### config.mk
export PLATFORM = sky130hd
export DESIGN_NAME = pipe_ctrl_top
export DESIGN_NICKNAME = d
export VERILOG_FILES = /design/src/ctrl_pkg.sv /design/src/branch_unit.sv /design/src/exec_decoder.sv /design/src/forward_unit.sv /design/src/pipe_ctrl_top.sv /design/src/writeback_ctrl.sv
export SDC_FILE = /design/constraint.sdc
export NUM_CORES = 1
export LEC_CHECK = 0
export BUFFER_PORTS_ARGS = -buffer_cell sky130_fd_sc_hd__buf_2
export CAP_MARGIN = 20
export CELL_PAD_IN_SITES_DETAIL_PLACEMENT = 0
export CELL_PAD_IN_SITES_GLOBAL_PLACEMENT = 2
export CORE_MARGIN = 2
export CORE_UTILIZATION = 21
export CTS_BUF_LIST = sky130_fd_sc_hd__clkbuf_2
export DETAILED_ROUTE_END_ITERATION = 7
export PLACE_DENSITY_LB_ADDON = 0.1
export RECOVER_POWER = 100
export SETUP_SLACK_MARGIN = 0.05
export SYNTH_ARGS = -nofsm -noshare
export SYNTH_HDL_FRONTEND = slang
export SYNTH_SLANG_ARGS = --single-unit
### constraint.sdc
create_clock -name clk -period 1.55 [get_ports clk]
set_clock_uncertainty 0.1 [all_clocks]
set_input_delay 0.0775 -clock clk [delete_from_list [all_inputs] [get_ports clk]]
set_output_delay 0.0775 -clock clk [all_outputs]
set_load 0.05 [all_outputs]
### src/ctrl_pkg.sv
////////////////////////////////////////////////////////////////////////////
// Shared types, opcode and funct3 constants, select encodings and stage
// control structs for the RV32I pipeline control path.
////////////////////////////////////////////////////////////////////////////
package ctrl_pkg;

  typedef logic [31:0] instr_t;
  typedef logic [4:0]  reg_idx_t;
  typedef logic [4:0]  opcode_t;   // Instruction bits 6:2
  typedef logic [2:0]  funct3_t;

  // Major opcodes
  localparam opcode_t OPC_LOAD   = 5'b00000;
  localparam opcode_t OPC_ITYPE  = 5'b00100;
  localparam opcode_t OPC_AUIPC  = 5'b00101;
  localparam opcode_t OPC_STORE  = 5'b01000;
  localparam opcode_t OPC_RTYPE  = 5'b01100;
  localparam opcode_t OPC_LUI    = 5'b01101;
  localparam opcode_t OPC_BRANCH = 5'b11000;
  localparam opcode_t OPC_JALR   = 5'b11001;
  localparam opcode_t OPC_JAL    = 5'b11011;

  // ALU functions
  localparam funct3_t FNC_ADD_SUB = 3'b000;
  localparam funct3_t FNC_SLL     = 3'b001;
  localparam funct3_t FNC_SLT     = 3'b010;
  localparam funct3_t FNC_SLTU    = 3'b011;
  localparam funct3_t FNC_XOR     = 3'b100;
  localparam funct3_t FNC_SRL_SRA = 3'b101;
  localparam funct3_t FNC_OR      = 3'b110;
  localparam funct3_t FNC_AND     = 3'b111;

  // Branch conditions
  localparam funct3_t FNC_BEQ  = 3'b000;
  localparam funct3_t FNC_BNE  = 3'b001;
  localparam funct3_t FNC_BLT  = 3'b100;
  localparam funct3_t FNC_BGE  = 3'b101;
  localparam funct3_t FNC_BLTU = 3'b110;
  localparam funct3_t FNC_BGEU = 3'b111;

  // Load widths
  localparam funct3_t FNC_LB  = 3'b000;
  localparam funct3_t FNC_LH  = 3'b001;
  localparam funct3_t FNC_LW  = 3'b010;
  localparam funct3_t FNC_LBU = 3'b100;
  localparam funct3_t FNC_LHU = 3'b101;

  typedef enum logic [3:0] {
    ALU_ADD  = 4'd0,
    ALU_SUB  = 4'd1,
    ALU_AND  = 4'd2,
    ALU_OR   = 4'd3,
    ALU_XOR  = 4'd4,
    ALU_SLL  = 4'd5,
    ALU_SRL  = 4'd6,
    ALU_SRA  = 4'd7,
    ALU_SLT  = 4'd8,
    ALU_SLTU = 4'd9
  } alu_op_t;

  typedef enum logic [1:0] {A_RS1 = 2'd0, A_PC = 2'd1, A_ZERO = 2'd2} a_sel_t;
  typedef enum logic {B_RS2 = 1'b0, B_IMM = 1'b1} b_sel_t;
  typedef enum logic [1:0] {FWD_NONE = 2'd0, FWD_ALU = 2'd1, FWD_LOAD = 2'd2} fwd_sel_t;
  typedef enum logic [1:0] {PC_RESET = 2'd0, PC_JAL = 2'd1, PC_SEQ = 2'd2, PC_ALU = 2'd3} pc_sel_t;
  typedef enum logic [1:0] {WB_MEM = 2'd0, WB_ALU = 2'd1, WB_PC4 = 2'd2} wb_sel_t;

  typedef enum logic [2:0] {
    LDX_W  = 3'd0,
    LDX_HU = 3'd1,
    LDX_H  = 3'd2,
    LDX_BU = 3'd3,
    LDX_B  = 3'd4
  } ldx_t;

  typedef struct packed {
    alu_op_t  alu_op;
    a_sel_t   a_sel;
    b_sel_t   b_sel;
    logic     br_un;   // Unsigned branch compare
    fwd_sel_t fwd_a;
    fwd_sel_t fwd_b;
  } x_ctrl_t;

  typedef struct packed {
    logic     rf_we;
    wb_sel_t  wb_sel;
    ldx_t     ldx;
    reg_idx_t rd;
  } wf_ctrl_t;

  function automatic opcode_t opcode_of(instr_t instr);
    return instr[6:2];
  endfunction

  function automatic funct3_t funct3_of(instr_t instr);
    return instr[14:12];
  endfunction

  function automatic reg_idx_t rd_of(instr_t instr);
    return instr[11:7];
  endfunction

  function automatic reg_idx_t rs1_of(instr_t instr);
    return instr[19:15];
  endfunction

  function automatic reg_idx_t rs2_of(instr_t instr);
    return instr[24:20];
  endfunction

  // Opcodes that produce a register result
  function automatic logic writes_rd(opcode_t opc);
    return opc inside {OPC_RTYPE, OPC_ITYPE, OPC_LOAD, OPC_JAL, OPC_JALR, OPC_AUIPC, OPC_LUI};
  endfunction

endpackage

### src/branch_unit.sv
////////////////////////////////////////////////////////////////////////////
// Resolves branches and jumps in X into the next-PC select, and flushes
// the decode stage whenever the fetch path is redirected.
////////////////////////////////////////////////////////////////////////////
`timescale 1ns/1ns

module branch_unit (
  input  logic              rst,
  input  ctrl_pkg::instr_t  instr,
  input  logic              instr_valid,
  input  logic              br_eq,
  input  logic              br_lt,
  output ctrl_pkg::pc_sel_t pc_sel,
  output logic              flush
);

  ctrl_pkg::opcode_t opc;
  logic              taken;

  assign opc = ctrl_pkg::opcode_of(instr);

  always_comb begin
    taken = 1'b0;
    if (instr_valid && (opc == ctrl_pkg::OPC_BRANCH)) begin
      case (ctrl_pkg::funct3_of(instr))
        ctrl_pkg::FNC_BEQ:                    taken = br_eq;
        ctrl_pkg::FNC_BNE:                    taken = !br_eq;
        ctrl_pkg::FNC_BLT, ctrl_pkg::FNC_BLTU: taken = br_lt;   // br_un set by decoder
        ctrl_pkg::FNC_BGE, ctrl_pkg::FNC_BGEU: taken = !br_lt;
        default:                              taken = 1'b0;    // Reserved conditions
      endcase
    end
  end

  always_comb begin
    if (rst) begin
      pc_sel = ctrl_pkg::PC_RESET;
    end else if (instr_valid && (opc == ctrl_pkg::OPC_JAL)) begin
      pc_sel = ctrl_pkg::PC_JAL;
    end else if ((instr_valid && (opc == ctrl_pkg::OPC_JALR)) || taken) begin
      pc_sel = ctrl_pkg::PC_ALU;   // Target computed by the ALU
    end else begin
      pc_sel = ctrl_pkg::PC_SEQ;
    end
  end

  assign flush = (pc_sel == ctrl_pkg::PC_JAL) || (pc_sel == ctrl_pkg::PC_ALU);

  // Only a valid jump or branch outside reset may squash decode
  always_comb begin
    assert #0 (!flush || (instr_valid && !rst && (pc_sel != ctrl_pkg::PC_SEQ)))
      else $error("branch_unit: flush raised without a redirect");
  end

endmodule

### src/exec_decoder.sv
////////////////////////////////////////////////////////////////////////////
// X-stage decoder. Turns the instruction in X into the ALU operation,
// the operand selects and the unsigned-compare flag for the branch unit.
////////////////////////////////////////////////////////////////////////////
`timescale 1ns/1ns

module exec_decoder (
  input  ctrl_pkg::instr_t  instr,
  input  logic              instr_valid,
  output ctrl_pkg::alu_op_t alu_op,
  output ctrl_pkg::a_sel_t  a_sel,
  output ctrl_pkg::b_sel_t  b_sel,
  output logic              br_un
);

  ctrl_pkg::opcode_t opc;
  ctrl_pkg::funct3_t f3;
  logic              alt;   // Bit 30 picks SUB and SRA

  assign opc = ctrl_pkg::opcode_of(instr);
  assign f3  = ctrl_pkg::funct3_of(instr);
  assign alt = instr[30];

  // Shared ALU table for register and immediate forms
  function automatic ctrl_pkg::alu_op_t alu_of(ctrl_pkg::funct3_t fn, logic alt_fn);
    ctrl_pkg::alu_op_t op;
    case (fn)
      ctrl_pkg::FNC_ADD_SUB: op = alt_fn ? ctrl_pkg::ALU_SUB : ctrl_pkg::ALU_ADD;
      ctrl_pkg::FNC_SLL:     op = ctrl_pkg::ALU_SLL;
      ctrl_pkg::FNC_SLT:     op = ctrl_pkg::ALU_SLT;
      ctrl_pkg::FNC_SLTU:    op = ctrl_pkg::ALU_SLTU;
      ctrl_pkg::FNC_XOR:     op = ctrl_pkg::ALU_XOR;
      ctrl_pkg::FNC_SRL_SRA: op = alt_fn ? ctrl_pkg::ALU_SRA : ctrl_pkg::ALU_SRL;
      ctrl_pkg::FNC_OR:      op = ctrl_pkg::ALU_OR;
      ctrl_pkg::FNC_AND:     op = ctrl_pkg::ALU_AND;
      default:               op = ctrl_pkg::ALU_ADD;
    endcase
    return op;
  endfunction

  always_comb begin
    alu_op = ctrl_pkg::ALU_ADD;   // Bubble and no-op defaults
    a_sel  = ctrl_pkg::A_RS1;
    b_sel  = ctrl_pkg::B_RS2;
    br_un  = 1'b0;
    if (instr_valid) begin
      case (opc)
        ctrl_pkg::OPC_RTYPE: begin
          alu_op = alu_of(f3, alt);
        end
        ctrl_pkg::OPC_ITYPE: begin
          alu_op = alu_of(f3, alt && (f3 == ctrl_pkg::FNC_SRL_SRA));   // Only SRAI
          b_sel  = ctrl_pkg::B_IMM;
        end
        ctrl_pkg::OPC_LOAD, ctrl_pkg::OPC_STORE, ctrl_pkg::OPC_JALR: begin
          b_sel = ctrl_pkg::B_IMM;   // rs1 + offset
        end
        ctrl_pkg::OPC_BRANCH: begin
          a_sel = ctrl_pkg::A_PC;    // Branch target
          b_sel = ctrl_pkg::B_IMM;
          br_un = (f3 == ctrl_pkg::FNC_BLTU) || (f3 == ctrl_pkg::FNC_BGEU);
        end
        ctrl_pkg::OPC_JAL, ctrl_pkg::OPC_AUIPC: begin
          a_sel = ctrl_pkg::A_PC;
          b_sel = ctrl_pkg::B_IMM;
        end
        ctrl_pkg::OPC_LUI: begin
          a_sel = ctrl_pkg::A_ZERO;  // 0 + upper immediate
          b_sel = ctrl_pkg::B_IMM;
        end
        default: begin
          // CSR and unknown opcodes pass through as no-ops
        end
      endcase
    end
  end

  // The ALU only implements the ten listed operations
  always_comb begin
    assert #0 (!$isunknown(alu_op) && (alu_op <= ctrl_pkg::ALU_SLTU))
      else $error("exec_decoder: undefined ALU operation %0d", alu_op);
  end

endmodule

### src/forward_unit.sv
////////////////////////////////////////////////////////////////////////////
// WF-to-X forwarding. Compares the WF destination with each X source and
// selects the ALU result or the load data for the matching operand.
////////////////////////////////////////////////////////////////////////////
`timescale 1ns/1ns

module forward_unit (
  input  ctrl_pkg::instr_t   instr,
  input  ctrl_pkg::wf_ctrl_t wf_ctrl,
  output ctrl_pkg::fwd_sel_t fwd_a,
  output ctrl_pkg::fwd_sel_t fwd_b
);

  ctrl_pkg::opcode_t  opc;
  logic               reads_rs1;
  logic               reads_rs2;
  logic               wf_writes;   // WF result lands in a real register
  ctrl_pkg::fwd_sel_t path;

  assign opc = ctrl_pkg::opcode_of(instr);

  assign reads_rs1 = !(opc inside {ctrl_pkg::OPC_JAL, ctrl_pkg::OPC_AUIPC, ctrl_pkg::OPC_LUI});
  assign reads_rs2 = opc inside {ctrl_pkg::OPC_RTYPE, ctrl_pkg::OPC_STORE, ctrl_pkg::OPC_BRANCH};

  // x0 is hardwired and never a forwarding source
  assign wf_writes = wf_ctrl.rf_we && (wf_ctrl.rd != '0);

  assign path = (wf_ctrl.wb_sel == ctrl_pkg::WB_MEM) ? ctrl_pkg::FWD_LOAD : ctrl_pkg::FWD_ALU;

  assign fwd_a = (reads_rs1 && wf_writes && (wf_ctrl.rd == ctrl_pkg::rs1_of(instr)))
                 ? path : ctrl_pkg::FWD_NONE;
  assign fwd_b = (reads_rs2 && wf_writes && (wf_ctrl.rd == ctrl_pkg::rs2_of(instr)))
                 ? path : ctrl_pkg::FWD_NONE;

  // A write to x0 in WF must leave both X operands on the register file
  always_comb begin
    assert #0 ((wf_ctrl.rd != '0) ||
               ((fwd_a == ctrl_pkg::FWD_NONE) && (fwd_b == ctrl_pkg::FWD_NONE)))
      else $error("forward_unit: forwarding from x0");
  end

endmodule

### src/pipe_ctrl_top.sv
////////////////////////////////////////////////////////////////////////////
// Control path of the three-stage RV32I pipeline. Connects the X-stage
// decoder, branch and forwarding units with the WF-stage controls.
////////////////////////////////////////////////////////////////////////////
`timescale 1ns/1ns

module pipe_ctrl_top (
  input  logic               clk,
  input  logic               rst,
  input  ctrl_pkg::instr_t   instr,        // Instruction in X
  input  logic               instr_valid,
  input  logic               br_eq,
  input  logic               br_lt,
  output ctrl_pkg::x_ctrl_t  x_ctrl,
  output ctrl_pkg::pc_sel_t  pc_sel,
  output logic               flush,        // Squash decode
  output ctrl_pkg::wf_ctrl_t wf_ctrl
);

  ctrl_pkg::alu_op_t  alu_op;
  ctrl_pkg::a_sel_t   a_sel;
  ctrl_pkg::b_sel_t   b_sel;
  logic               br_un;
  ctrl_pkg::fwd_sel_t fwd_a;
  ctrl_pkg::fwd_sel_t fwd_b;

  exec_decoder i_exec_decoder (
    .instr       (instr),
    .instr_valid (instr_valid),
    .alu_op      (alu_op),
    .a_sel       (a_sel),
    .b_sel       (b_sel),
    .br_un       (br_un)
  );

  branch_unit i_branch_unit (
    .rst         (rst),
    .instr       (instr),
    .instr_valid (instr_valid),
    .br_eq       (br_eq),
    .br_lt       (br_lt),
    .pc_sel      (pc_sel),
    .flush       (flush)
  );

  forward_unit i_forward_unit (
    .instr   (instr),
    .wf_ctrl (wf_ctrl),
    .fwd_a   (fwd_a),
    .fwd_b   (fwd_b)
  );

  writeback_ctrl i_writeback_ctrl (
    .clk         (clk),
    .rst         (rst),
    .instr       (instr),
    .instr_valid (instr_valid),
    .wf_ctrl     (wf_ctrl)
  );

  assign x_ctrl.alu_op = alu_op;
  assign x_ctrl.a_sel  = a_sel;
  assign x_ctrl.b_sel  = b_sel;
  assign x_ctrl.br_un  = br_un;
  assign x_ctrl.fwd_a  = instr_valid ? fwd_a : ctrl_pkg::FWD_NONE;   // Bubbles never forward
  assign x_ctrl.fwd_b  = instr_valid ? fwd_b : ctrl_pkg::FWD_NONE;

endmodule

### src/writeback_ctrl.sv
////////////////////////////////////////////////////////////////////////////
// WF stage. Captures the X instruction every cycle and decodes register
// write enable, writeback source, load extension and destination.
////////////////////////////////////////////////////////////////////////////
`timescale 1ns/1ns

module writeback_ctrl (
  input  logic               clk,
  input  logic               rst,
  input  ctrl_pkg::instr_t   instr,
  input  logic               instr_valid,
  output ctrl_pkg::wf_ctrl_t wf_ctrl
);

  ctrl_pkg::instr_t  wf_instr;   // Instruction now in WF
  logic              wf_valid;
  ctrl_pkg::opcode_t opc;

  always_ff @(posedge clk) begin
    if (rst) begin
      wf_valid <= 1'b0;
    end else begin
      wf_valid <= instr_valid;
    end
  end

  always_ff @(posedge clk) begin
    wf_instr <= instr;
  end

  assign opc = ctrl_pkg::opcode_of(wf_instr);

  always_comb begin
    wf_ctrl.rf_we = wf_valid && ctrl_pkg::writes_rd(opc);
    wf_ctrl.rd    = ctrl_pkg::rd_of(wf_instr);
    wf_ctrl.ldx   = ctrl_pkg::LDX_W;

    case (opc)
      ctrl_pkg::OPC_LOAD:                   wf_ctrl.wb_sel = ctrl_pkg::WB_MEM;
      ctrl_pkg::OPC_JAL, ctrl_pkg::OPC_JALR: wf_ctrl.wb_sel = ctrl_pkg::WB_PC4;   // Link
      default:                              wf_ctrl.wb_sel = ctrl_pkg::WB_ALU;
    endcase

    if (opc == ctrl_pkg::OPC_LOAD) begin
      case (ctrl_pkg::funct3_of(wf_instr))
        ctrl_pkg::FNC_LB:  wf_ctrl.ldx = ctrl_pkg::LDX_B;
        ctrl_pkg::FNC_LH:  wf_ctrl.ldx = ctrl_pkg::LDX_H;
        ctrl_pkg::FNC_LBU: wf_ctrl.ldx = ctrl_pkg::LDX_BU;
        ctrl_pkg::FNC_LHU: wf_ctrl.ldx = ctrl_pkg::LDX_HU;
        default:           wf_ctrl.ldx = ctrl_pkg::LDX_W;   // LW and reserved widths
      endcase
    end
  end

  // A bubble in X must reach WF without touching the register file
  a_bubble_no_write: assert property (
    @(posedge clk) disable iff (rst) !instr_valid |=> !wf_ctrl.rf_we
  ) else $error("writeback_ctrl: register write from an invalid instruction");

endmodule
==> impl_metrics.sql, run 1 <==
INSERT INTO impl_metrics (metric_group, metric, value, unit) VALUES
('run_status', 'run_status', 'finished, violations left', ''),
('run_status', 'violations', 'negative setup slack', ''),
('power_and_ir_drop', 'power-per-cell-area', '536', 'nW/um2'),
('finish', 'layout.cells.most_common_list', 'sky130_fd_sc_hd__buf_2, sky130_fd_sc_hd__dlygate4sd3_1, sky130_fd_sc_hd__clkbuf_1', ''),
('finish', 'fillCellCount', '410', ''),
('worst_setup_path', 'capturing_element_type_of_the_critical_path', 'primary output', ''),
('hold_path', 'hold_path_class', 'primary input to flop', ''),
('placement', 'place.port_buffers', '54', ''),
('sta', 'slew_viol_final', '0', ''),
('detailed_routing', 'finalWirelength', '2.53', 'mm'),
('cts', 'cts_buffers', '3', ''),
('floorplanning', 'floorplan.io_pins', '63', ''),
('cts', 'cts-root-buf', 'sky130_fd_sc_hd__clkbuf_2', ''),
('power_and_ir_drop', 'power.share.clock', '18.8', '%'),
('synthesis', 'synthesis.instances', '100', ''),
('synthesis', 'synth.top_cell.area_share', '32.9', '%'),
('global_routing', 'grt.total_usage', '11.5', '%'),
('job', 'max-cap-violations', '0', ''),
('placement', 'hpwlAfterDp', '2.09', 'mm'),
('synthesis', 'synthDistinctLibCells', '31', ''),
('synthesis', 'post_synth_instance_area', '852', 'um2'),
('synthesis', 'synth_seq_area_share', '32.9', '%'),
('detailed_routing', 'vias', '995', ''),
('worst_setup_path', 'timing.critical_path.fanout_max', '3', ''),
('synthesis', 'post_synth_fa_ha_maj_area_fraction', '0', '%'),
('detailed_routing', 'drcViolationCount', '0', ''),
('floorplanning', 'initial_core_utilization', '21.6', '%'),
('cts', 'cts_max_path_buffers', '2', ''),
('synthesis', 'synth-simple-area-share', '36.3', '%'),
('floorplanning', 'design.core.area', '3940', 'um2'),
('cts', 'cts_clock_pin_slew_for_the_worst_setup_and_hold_paths', '130', 'ps'),
('synthesis', 'post_synth_main_area_contributors', 'sky130_fd_sc_hd__dfxtp_1, sky130_fd_sc_hd__xnor2_1, sky130_fd_sc_hd__buf_4', ''),
('finish', 'layout_commonest_cell', 'sky130_fd_sc_hd__buf_2', ''),
('power_and_ir_drop', 'seq_power_share', '47.7', '%'),
('synthesis', 'ys_seq_elements', '14', ''),
('detailed_routing', 'wl_per_cell', '11.1', 'um'),
('global_routing', 'antenna_violations_before_repair', '0', ''),
('worst_setup_path', 'critical_path.startpoint_type', 'flop', ''),
('power_and_ir_drop', 'cell_int_power', '0.564', 'mW'),
('synthesis', 'synth_largest_area_cell', 'sky130_fd_sc_hd__dfxtp_1', ''),
('finish', 'n_antenna_cell', '0', ''),
('worst_setup_path', 'path_class', 'flop to primary output', ''),
('power_and_ir_drop', 'share_comb_of_total_power', '33.4', '%'),
('finish', 'post-route-util', '40.0', '%'),
('detailed_routing', 'drt_pre_antenna_iters', '4', ''),
('floorplanning', 'fp.dieH', '67.7', 'um'),
('synthesis', 'postSynthAreaPerCell', '8.52', 'um2'),
('detailed_routing', 'number_of_design_rule_violations_left_by_the_first_detailed_router_iteration', '22', ''),
('sta', 'finalSetupViolations', '8', ''),
('cts', 'cts_tree', 'built', ''),
('floorplanning', 'placement_rows', '23', ''),
('synthesis', 'ys_warn_count', '0', ''),
('sta', 'hold_viol', '0', ''),
('global_routing', 'first_pass_grt_wire_length', '4.07', 'mm'),
('worst_setup_path', 'cp.required', '1370', 'ps'),
('finish', 'final_layout_size_suffix_gt1_share', '44.1', '%'),
('finish', 'fin_nets', '215', ''),
('sta', 'period_needed', '1990', 'ps'),
('synthesis', 'synthMuxAreaShare', '0', '%'),
('synthesis', 'dominant_combinational_cell_family_by_area_after_synthesis', 'simple AND/OR/NAND/NOR gates', ''),
('power_and_ir_drop', 'total_leakage_power', '0.674', 'nW'),
('global_routing', 'global_route.overflow_total', '0', ''),
('synthesis', 'yosys.area_share.xor_xnor', '13.4', '%'),
('power_and_ir_drop', 'switching_share', '33.3', '%'),
('worst_setup_path', 'crit_arrival', '1810', 'ps'),
('detailed_routing', 'drt.antenna.violating_nets', '0', ''),
('floorplanning', 'die-area', '4580', 'um2'),
('sta', 'fin_ws', '-439', 'ps'),
('sta', 'max_freq', '0.503', 'GHz'),
('sta', 'tightest_slew', '592', 'ps'),
('detailed_routing', 'vias_per_cell', '4.38', '');
power by group through the flow:
stage | clock network, mW | logic [mW] | registers [mW]
detailed placement | 0 | 0.258 | 0.411
global placement | 0 | 0.254 | 0.409
CTS | 0.172 | 0.288 | 0.403
finish | 0.159 | 0.283 | 0.403
global route | 0.186 | 0.309 | 0.407
floorplan | 0 | 0.163 | 0.407
cell usage after synthesis (all sizes together):
master   n
inv      1
nand4    2
a21oi    3
nand4b   2
and2     1
clkbuf   2
nand2    7
o221a    1
and3b    1
or2      1
or4      1
a21boi   1
o21bai   1
nor2    11
o21ai    4
a31oi    1
nand3    3
xnor2    9
nor2b    4
and4b    1
nor4bb   1
nor4     7
dfxtp   14
nor3     5
a22o     1
nor3b    3
xor2     4
a41oi    1
buf      7
metal layers:
metal	track usage, %	part of all wire, %
met5	0	0
met2	19.2	49
met4	5.36	1.1
met1	14.7	44
met3	1.33	5.7
worst max-delay path: stages, from the launching register on:
cell and delay, ps:
sky130_fd_sc_hd__dfxtp_2 340, sky130_fd_sc_hd__or2_1 230, sky130_fd_sc_hd__or4_4 480, sky130_fd_sc_hd__buf_12 160, sky130_fd_sc_hd__nor3b_4 170, sky130_fd_sc_hd__buf_6 180
sequential cells by signal, summed over array words and instances, names as in the netlist:
| signal | count |
|---|---|
| i_writeback_ctrl.wf_valid | 1 |
| i_writeback_ctrl.wf_instr | 13 |
kinds of logic (layout without fill, tap and decap cells):
family,after synthesis,after routing
DFF,14,14
AOI/OAI and AO/OA,13,13
and+or+nand+nor,50,50
buffers and inverters,10,87
xor gates and xnor gates,13,13
cell type report:
| type | instances | area (um2) | area share, % |
|---|---|---|---|
| inverters | 1 | 3.75 | 0.238 |
| repair buffers | 82 | 578 | 36.7 |
| clock inverters | 1 | 3.75 | 0.238 |
| clock buffers | 3 | 15.0 | 0.952 |
| multi-input cells | 76 | 631 | 40.0 |
| well taps | 50 | 62.6 | 3.97 |
| flip-flops and latches | 14 | 283 | 17.9 |
how the worst min path moves through the flow:
stage / from / endpoint / slack [ps] / depth (start not counted)
2_1_floorplan: instr[10] / i_writeback_ctrl.wf_instr[10] / 5 / 0
3_3_place_gp: instr[9] / i_writeback_ctrl.wf_instr[9] / 80 / 1
3_5_place_dp: instr[11] / i_writeback_ctrl.wf_instr[11] / 80 / 1
4_1_cts: instr_valid / i_writeback_ctrl.wf_valid / 50 / 2
5_1_grt: instr_valid / i_writeback_ctrl.wf_valid / 50 / 2
6_report: instr_valid / i_writeback_ctrl.wf_valid / 60 / 2
per-stage QoR:
step	setup slack (ps)	cell area, um2	hold WS [ps]	instances	power [mW]
2_1_floorplan	-389	966	5.22	100	0.570
3_3_place_gp	-209	1360	80.0	209	0.664
3_5_place_dp	-222	1360	81.1	209	0.669
4_1_cts	-458	1570	50.1	227	0.863
5_1_grt	-525	1580	52.1	227	0.902
6_report	-439	1580	61.7	227	0.845
what timing repair did:
item	in CTS	in global routing
hold endpoints to repair	14	0
pin swaps	0	2
hold buffers	14	0
resized for setup	19	9
setup endpoints to repair	10	10
buffers inserted	0	1
No activity file was read; power rests on OpenSTA's default activity.
==> run 2, diff against run 1 <==
--- a/config.mk
+++ b/config.mk
@@ -5,17 +5,19 @@
 export SDC_FILE = /design/constraint.sdc
 export NUM_CORES = 1
 export LEC_CHECK = 0
+export ABC_AREA = 1
 export BUFFER_PORTS_ARGS = -buffer_cell sky130_fd_sc_hd__buf_2
 export CAP_MARGIN = 20
 export CELL_PAD_IN_SITES_DETAIL_PLACEMENT = 0
 export CELL_PAD_IN_SITES_GLOBAL_PLACEMENT = 2
 export CORE_MARGIN = 2
-export CORE_UTILIZATION = 21
+export CORE_UTILIZATION = 20
 export CTS_BUF_LIST = sky130_fd_sc_hd__clkbuf_2
 export DETAILED_ROUTE_END_ITERATION = 7
 export PLACE_DENSITY_LB_ADDON = 0.1
 export RECOVER_POWER = 100
 export SETUP_SLACK_MARGIN = 0.05
+export SKIP_LAST_GASP = 1
 export SYNTH_ARGS = -nofsm -noshare
 export SYNTH_HDL_FRONTEND = slang
 export SYNTH_SLANG_ARGS = --single-unit
==> run 2 against run 1 <==
Net effect: the flow still finishes with violations (negative setup slack); critical path depth did not move; via count rose by 7.2%; routed wire length grew 11%; die area grew 12%; design area rose by 2.1%; hold slack better by 270 ps; critical endpoint is now x_ctrl[1].
==> impl_metrics.sql, run 2 <==
INSERT INTO impl_metrics (metric_group, metric, value, unit) VALUES
('job', 'max-cap-violations', '0', ''),
('finish', 'max_flop_register', 'i_writeback_ctrl.wf_instr', ''),
('finish', 'syn_to_final_growth', '75.8', '%'),
('sta', 'finalSetupViolations', '7', ''),
('cts', 'cts-root-buf', 'sky130_fd_sc_hd__clkbuf_2', ''),
('synthesis', 'ys_seq_elements', '14', ''),
('sta', 'slew_viol_final', '0', ''),
('synthesis', 'synthMostInstantiatedCell', 'sky130_fd_sc_hd__nor2_1', ''),
('floorplanning', 'floorplan.io_pins', '63', ''),
('synthesis', 'async_reset_ff_share', '0', '%'),
('power_and_ir_drop', 'total_leakage_power', '0.777', 'nW'),
('worst_setup_path', 'timing.critical_path.cells', 'nor2_4, buf_4, nand4_1, nor3_2, buf_6', ''),
('placement', 'detailed_place.area', '1260', 'um2'),
('finish', 'final_layout_size_suffix_gt1_share', '46.2', '%'),
('global_routing', 'global_route.overflow_total', '0', ''),
('floorplanning', 'fp.dieH', '71.7', 'um'),
('placement', 'place.detailed.instances', '229', ''),
('hold_path', 'holdPathEnd', 'i_writeback_ctrl.wf_instr[7]', ''),
('power_and_ir_drop', 'vdd_ir_drop_max', '125', 'uV'),
('sta', 'hold_viol', '0', ''),
('detailed_routing', 'drcViolationCount', '0', ''),
('placement', 'hpwlAfterDp', '2.24', 'mm'),
('floorplanning', 'die_w', '71.7', 'um'),
('cts', 'cts_tree', 'built', ''),
('hold_path', 'timing.hold.worst.start', 'instr[7]', ''),
('floorplanning', 'placement_rows', '24', ''),
('finish', 'area_of_all_placed_cells_without_fillers', '1610', 'um2'),
('global_routing', 'antenna_violations_before_repair', '0', ''),
('cts', 'sinks_on_the_clock_net', '14', ''),
('synthesis', 'ys_warn_count', '0', ''),
('finish', 'registers_with_the_most_flip_flops', 'i_writeback_ctrl.wf_instr (13), i_writeback_ctrl.wf_valid (1)', ''),
('cts', 'htree_num_levels', '1', ''),
('finish', 'layout.cells.most_common_list', 'sky130_fd_sc_hd__buf_2, sky130_fd_sc_hd__inv_1, sky130_fd_sc_hd__nand2_1', ''),
('global_routing', 'first_pass_grt_wire_length', '4.40', 'mm'),
('floorplanning', 'initial_core_utilization', '20.9', '%'),
('run_status', 'run_status', 'finished, violations left', ''),
('global_routing', 'grt.total_usage', '10.7', '%'),
('floorplanning', 'design.core.area', '4380', 'um2'),
('detailed_routing', 'finalWirelength', '2.80', 'mm'),
('run_status', 'violations', 'negative setup slack', ''),
('worst_setup_path', 'critical_path.startpoint_type', 'flop', ''),
('sta', 'fin_ws', '-124', 'ps'),
('floorplanning', 'die-area', '5140', 'um2'),
('finish', 'layout_commonest_cell', 'sky130_fd_sc_hd__buf_2', ''),
('global_routing', 'first_global_vias', '1025', ''),
('finish', 'post-route-util', '36.7', '%'),
('detailed_routing', 'drt.antenna.violating_nets', '0', ''),
('worst_setup_path', 'cp.required', '1370', 'ps'),
('synthesis', 'synth_largest_area_cell', 'sky130_fd_sc_hd__dfxtp_1', ''),
('finish', 'fillCellCount', '481', ''),
('synthesis', 'synth_enable_flop_cells', '0', ''),
('finish', 'fin_nets', '237', ''),
('worst_setup_path', 'path_class', 'flop to primary output', ''),
('power_and_ir_drop', 'power-per-cell-area', '529', 'nW/um2'),
('synthesis', 'netlist_top_cells_count', 'sky130_fd_sc_hd__nor2_1, sky130_fd_sc_hd__nand2_1, sky130_fd_sc_hd__inv_1', ''),
('finish', 'n_antenna_cell', '0', ''),
('cts', 'cts_max_path_buffers', '2', ''),
('synthesis', 'synth_ff_type', 'sky130_fd_sc_hd__dfxtp_1', ''),
('synthesis', 'synth_seq_area_share', '30.6', '%'),
('worst_setup_path', 'crit_arrival', '1500', 'ps'),
('worst_setup_path', 'critical_path.max_stage_delay', '360', 'ps'),
('synthesis', 'synthesis.instances', '130', ''),
('cts', 'cts_clock_pin_slew_for_the_worst_setup_and_hold_paths', '140', 'ps'),
('worst_setup_path', 'timing.critical_path.fanout_max', '2', ''),
('hold_path', 'worstHoldPathCells', '2', ''),
('detailed_routing', 'vias_per_cell', '4.25', ''),
('detailed_routing', 'wl_per_cell', '11.1', 'um'),
('finish', 'number_of_flip_flops_under_the_largest_register_name', '13', ''),
('synthesis', 'mappedNetlistNets', '167', ''),
('detailed_routing', 'drt_pre_antenna_iters', '4', ''),
('worst_setup_path', 'cp_slowest_cell', 'sky130_fd_sc_hd__dfxtp_2', ''),
('hold_path', 'hold_path_class', 'primary input to flop', ''),
('sta', 'max_freq', '0.597', 'GHz'),
('sta', 'period_needed', '1670', 'ps'),
('detailed_routing', 'number_of_design_rule_violations_left_by_the_first_detailed_router_iteration', '11', ''),
('sta', 'timing.final.crit_share', '108', '%'),
('placement', 'routabilityCongestion', '0.744', ''),
('sta', 'tightest_slew', '598', 'ps'),
('detailed_routing', 'vias', '1067', ''),
('synthesis', 'post_synth_instance_area', '916', 'um2'),
('cts', 'cts_buffers', '3', ''),
('placement', 'place.port_buffers', '54', ''),
('sta', 'rsz_0062_raised_after_global_routing', 'true', ''),
('synthesis', 'synth.top_cell.area_share', '30.6', '%'),
('sta', 'max_slew_margin', '60.3', '%'),
('worst_setup_path', 'capturing_element_type_of_the_critical_path', 'primary output', ''),
('synthesis', 'post_synth_main_area_contributors', 'sky130_fd_sc_hd__dfxtp_1, sky130_fd_sc_hd__nor2_1, sky130_fd_sc_hd__nand2_1', ''),
('power_and_ir_drop', 'post-layout-total-power', '0.851', 'mW'),
('synthesis', 'postSynthAreaPerCell', '7.05', 'um2'),
('global_routing', 'pin_count_of_the_biggest_net_entering_global_routing', '9', ''),
('sta', 'final.setup.tns', '-528', 'ps'),
('synthesis', 'synthDistinctLibCells', '22', ''),
('finish', 'finalNonFillerCells', '251', '');
run 2: changes by cell type after synthesis, moves of 4 or more:
cell / before / now
sky130_fd_sc_hd__inv_1: 1 / 17
sky130_fd_sc_hd__nand2_1: 7 / 18
sky130_fd_sc_hd__nand3_2: 0 / 6
sky130_fd_sc_hd__nand4_1: 2 / 7
sky130_fd_sc_hd__nor2_1: 11 / 20
sky130_fd_sc_hd__nor2b_1: 4 / 0
sky130_fd_sc_hd__nor4_1: 5 / 1
run 2: cells by family after synthesis:
kind of cell	synth area share [%]
and+or+nand+nor	39.8
buffers and inverters	13.1
DFF	30.6
xor gates and xnor gates	11.5
AOI/OAI and AO/OA	5.05
run 2: final cells by class:
cell class                 instances  area (um2)  share of cell area, %
clock buffer                       3        15.0                  0.932
clock inverter                     1        3.75                  0.233
inverter                          18        67.6                   4.20
multi-input combinational         91         667                   41.4
sequential                        14         294                   18.3
tap                               52        65.1                   4.04
timing repair buffer              72         498                   30.9
run 2: how the worst max path moves through the flow:
| stage | startpoint | endpoint | slack (ps) | cells past startpoint |
|---|---|---|---|---|
| after floorplan | i_writeback_ctrl.wf_instr[4] | x_ctrl[2] | -110 | 5 |
| after global placement | i_writeback_ctrl.wf_instr[2] | x_ctrl[2] | 40 | 6 |
| after detailed placement | i_writeback_ctrl.wf_instr[4] | x_ctrl[3] | 20 | 6 |
| after CTS | i_writeback_ctrl.wf_instr[5] | x_ctrl[1] | -130 | 5 |
| after global routing | i_writeback_ctrl.wf_instr[8] | x_ctrl[1] | -220 | 6 |
| final | i_writeback_ctrl.wf_instr[5] | x_ctrl[1] | -120 | 5 |
run 2: through the flow:
step	hold slack, ps	worst slack, ps
floorplan	5.22	-114
global placement	81.1	38.3
detailed placement	81.6	15.9
CTS	313	-132
global route	325	-224
finish	334	-124
run 2: repair_timing:
| action | in CTS | in global routing |
|---|---|---|
| gates resized for setup | 33 | 19 |
| setup endpoints to repair | 8 | 10 |
| buffers inserted | 4 | 1 |
| pin swaps | 3 | 4 |
| hold buffers | 14 | 0 |
| endpoints found under the hold margin | 14 | 0 |
run 2: critical path: cells and delay by family, from the launching register on:
family / cells / cell delay, ps
AND/OR/NAND/NOR: 3 / 580
buffers and inverters: 2 / 300
flip-flops: 1 / 360
run 2: power by group:
group          leakage (nW)  total [mW]  switching (mW)  internal [mW]
Sequential            0.119       0.403          0.0238          0.380
Combinational         0.644       0.283           0.168          0.115
Clock                0.0140       0.164           0.108         0.0561
run 2: metal layers:
metal  GRT usage, %  vias up  share of wire, %
met4           5.03        0               1.1
li1               -      554                 -
met2           19.3       37                51
met3          0.563        2               5.2
met1           12.8      474                43
met5              0        -                 0
==> run 3, diff against run 2 <==
--- a/config.mk
+++ b/config.mk
@@ -14,10 +14,11 @@
 export CORE_UTILIZATION = 20
 export CTS_BUF_LIST = sky130_fd_sc_hd__clkbuf_2
 export DETAILED_ROUTE_END_ITERATION = 7
-export PLACE_DENSITY_LB_ADDON = 0.1
+export PLACE_DENSITY_LB_ADDON = 0.25
 export RECOVER_POWER = 100
 export SETUP_SLACK_MARGIN = 0.05
 export SKIP_LAST_GASP = 1
+export SLEW_MARGIN = 30
 export SYNTH_ARGS = -nofsm -noshare
 export SYNTH_HDL_FRONTEND = slang
 export SYNTH_SLANG_ARGS = --single-unit
==> run 3 against run 2 <==
Net effect: global-route usage rose by 0.35 points; the flow still finishes with violations (negative setup slack); flip-flop and latch count is the same; clock-buffer cell count unchanged.
==> impl_metrics.sql, run 3 (same netlist as run 2, synthesis figures left out) <==
INSERT INTO impl_metrics (metric_group, metric, value, unit) VALUES
('run_status', 'run_status', 'finished, violations left', ''),
('run_status', 'violations', 'negative setup slack', ''),
('floorplanning', 'floorplan.io_pins', '63', ''),
('cts', 'cts_clock_pin_slew_for_the_worst_setup_and_hold_paths', '140', 'ps'),
('power_and_ir_drop', 'power-per-cell-area', '537', 'nW/um2'),
('floorplanning', 'fp.dieH', '71.7', 'um'),
('worst_setup_path', 'critical_path.startpoint_type', 'flop', ''),
('finish', 'syn_to_final_growth', '76.0', '%'),
('detailed_routing', 'drt_pre_antenna_iters', '3', ''),
('finish', 'finalNonFillerCells', '251', ''),
('sta', 'max_slew_margin', '59.9', '%'),
('sta', 'slew_viol_final', '0', ''),
('cts', 'htree_num_levels', '1', ''),
('hold_path', 'hold_path_class', 'primary input to flop', ''),
('power_and_ir_drop', 'vdd_ir_drop_max', '162', 'uV'),
('sta', 'fin_ws', '-140', 'ps'),
('placement', 'routabilityCongestion', '0.746', ''),
('floorplanning', 'design.core.area', '4380', 'um2'),
('worst_setup_path', 'cp.required', '1370', 'ps'),
('detailed_routing', 'vias_per_cell', '4.30', ''),
('placement', 'dpl_worst_slack', '-17.9', 'ps'),
('sta', 'hold_viol', '0', ''),
('detailed_routing', 'drcViolationCount', '0', ''),
('worst_setup_path', 'path_class', 'flop to primary output', ''),
('worst_setup_path', 'crit_arrival', '1510', 'ps'),
('finish', 'layout.cells.most_common_list', 'sky130_fd_sc_hd__buf_2, sky130_fd_sc_hd__nand2_1, sky130_fd_sc_hd__inv_1, sky130_fd_sc_hd__nor2_1, sky130_fd_sc_hd__dlygate4sd3_1', ''),
('floorplanning', 'initial_core_utilization', '20.9', '%'),
('global_routing', 'grt.total_usage', '11.0', '%'),
('finish', 'number_of_flip_flops_under_the_largest_register_name', '13', ''),
('cts', 'cts-root-buf', 'sky130_fd_sc_hd__clkbuf_2', ''),
('detailed_routing', 'vias', '1079', ''),
('cts', 'cts_buffers', '3', ''),
('placement', 'hpwlAfterDp', '2.27', 'mm'),
('detailed_routing', 'wl_per_cell', '11.4', 'um'),
('cts', 'sinks_on_the_clock_net', '14', ''),
('sta', 'rsz_0062_raised_after_global_routing', 'true', ''),
('finish', 'layout_commonest_cell', 'sky130_fd_sc_hd__buf_2', ''),
('floorplanning', 'placement_rows', '24', ''),
('cts', 'cts_tree', 'built', ''),
('worst_setup_path', 'capturing_element_type_of_the_critical_path', 'primary output', ''),
('detailed_routing', 'number_of_design_rule_violations_left_by_the_first_detailed_router_iteration', '25', ''),
('global_routing', 'first_global_vias', '1059', ''),
('job', 'max-cap-violations', '0', ''),
('finish', 'n_antenna_cell', '0', ''),
('detailed_routing', 'drt.antenna.violating_nets', '0', ''),
('sta', 'max_freq', '0.592', 'GHz'),
('worst_setup_path', 'timing.critical_path.fanout_max', '4', ''),
('global_routing', 'first_pass_grt_wire_length', '4.57', 'mm'),
('placement', 'place.port_buffers', '54', ''),
('finish', 'fillCellCount', '477', ''),
('power_and_ir_drop', 'total_leakage_power', '0.768', 'nW'),
('placement', 'place.detailed.instances', '229', ''),
('global_routing', 'pin_count_of_the_biggest_net_entering_global_routing', '9', ''),
('sta', 'tightest_slew', '603', 'ps'),
('global_routing', 'antenna_violations_before_repair', '0', ''),
('finish', 'max_flop_register', 'i_writeback_ctrl.wf_instr', ''),
('cts', 'cts_max_path_buffers', '2', ''),
('floorplanning', 'die-area', '5140', 'um2'),
('floorplanning', 'die_w', '71.7', 'um'),
('detailed_routing', 'finalWirelength', '2.85', 'mm'),
('global_routing', 'global_route.overflow_total', '0', ''),
('sta', 'timing.final.crit_share', '109', '%'),
('finish', 'fin_nets', '237', ''),
('finish', 'registers_with_the_most_flip_flops', 'i_writeback_ctrl.wf_instr (13), i_writeback_ctrl.wf_valid (1)', ''),
('sta', 'finalSetupViolations', '7', ''),
('sta', 'period_needed', '1690', 'ps'),
('finish', 'final_layout_size_suffix_gt1_share', '46.2', '%');
-- run 3: cell count changes in the layout (fill, tap and decap cells not counted) --
| cell | delta |
|---|---|
| sky130_fd_sc_hd__nand2_1 | +1 |
| sky130_fd_sc_hd__clkbuf_1 | +2 |
| sky130_fd_sc_hd__clkbuf_2 | +10 |
| sky130_fd_sc_hd__buf_8 | +1 |
| sky130_fd_sc_hd__inv_2 | +1 |
| sky130_fd_sc_hd__xnor2_2 | +1 |
| sky130_fd_sc_hd__inv_1 | -1 |
| sky130_fd_sc_hd__buf_2 | -11 |
| sky130_fd_sc_hd__buf_6 | -2 |
| sky130_fd_sc_hd__dfxtp_1 | -1 |
| sky130_fd_sc_hd__nand2_2 | -1 |
| sky130_fd_sc_hd__xnor2_1 | -1 |
| sky130_fd_sc_hd__dfxtp_2 | +1 |
-- run 3: worst max-delay path, cell delays in order, from the launching register on --
cell and delay [ps]:
sky130_fd_sc_hd__dfxtp_2 360, sky130_fd_sc_hd__nor2_4 130, sky130_fd_sc_hd__nand3_4 110, sky130_fd_sc_hd__nand3_4 100
sky130_fd_sc_hd__nand3_4 110, sky130_fd_sc_hd__nor3_2 230, sky130_fd_sc_hd__buf_6 190
-- run 3: worst paths after layout --
kind,startpoint,end,cells after the start
hold / removal,instr[9],i_writeback_ctrl.wf_instr[9],2
setup / recovery,i_writeback_ctrl.wf_instr[4],x_ctrl[2],6
-- run 3: layer usage --
layer | global-route usage, % | up-vias | wire length (um)
met3 | 1.27 | 2 | 181
met2 | 18.4 | 37 | 1380
met1 | 14.5 | 484 | 1270
li1 | - | 556 | -
met4 | 4.40 | 0 | 23
met5 | 0 | - | 0
-- run 3: final cells by class --
cell class / count / area (um2) / area share (%)
clock buffers: 3 / 15.0 / 0.932
clock inverters: 1 / 3.75 / 0.233
inverters: 18 / 67.6 / 4.19
multi-input cells: 91 / 672 / 41.7
flip-flops and latches: 14 / 295 / 18.3
well taps: 52 / 65.1 / 4.04
repair buffers: 72 / 493 / 30.6
-- run 3: where the power goes --
group          total (mW)  switching [mW]  internal, mW  leakage [nW]
logic               0.288           0.171         0.117         0.635
clock network       0.174           0.118        0.0560        0.0140
registers           0.403          0.0232         0.380         0.119
-- run 3: through the flow --
step           hold slack (ps)  instance area (um2)  setup TNS (ps)  total power, mW  utilization (%)
2_1_floorplan             5.22                  975            -209            0.562                -
3_3_place_gp              81.6                 1260               0            0.635             28.7
3_5_place_dp              81.9                 1260           -33.5            0.637             28.7
4_1_cts                    314                 1560            -960            0.868             35.6
5_1_grt                    307                 1610           -1590            0.928             36.8
6_report                   329                 1610            -614            0.866             36.8
-- run 3: timing repair --
action	CTS	global route
resized for setup	37	17
setup endpoints to repair	8	10
hold buffers	14	0
endpoints found under the hold margin	14	0
pin swaps	22	9
gates cloned	0	0
buffers inserted	2	2
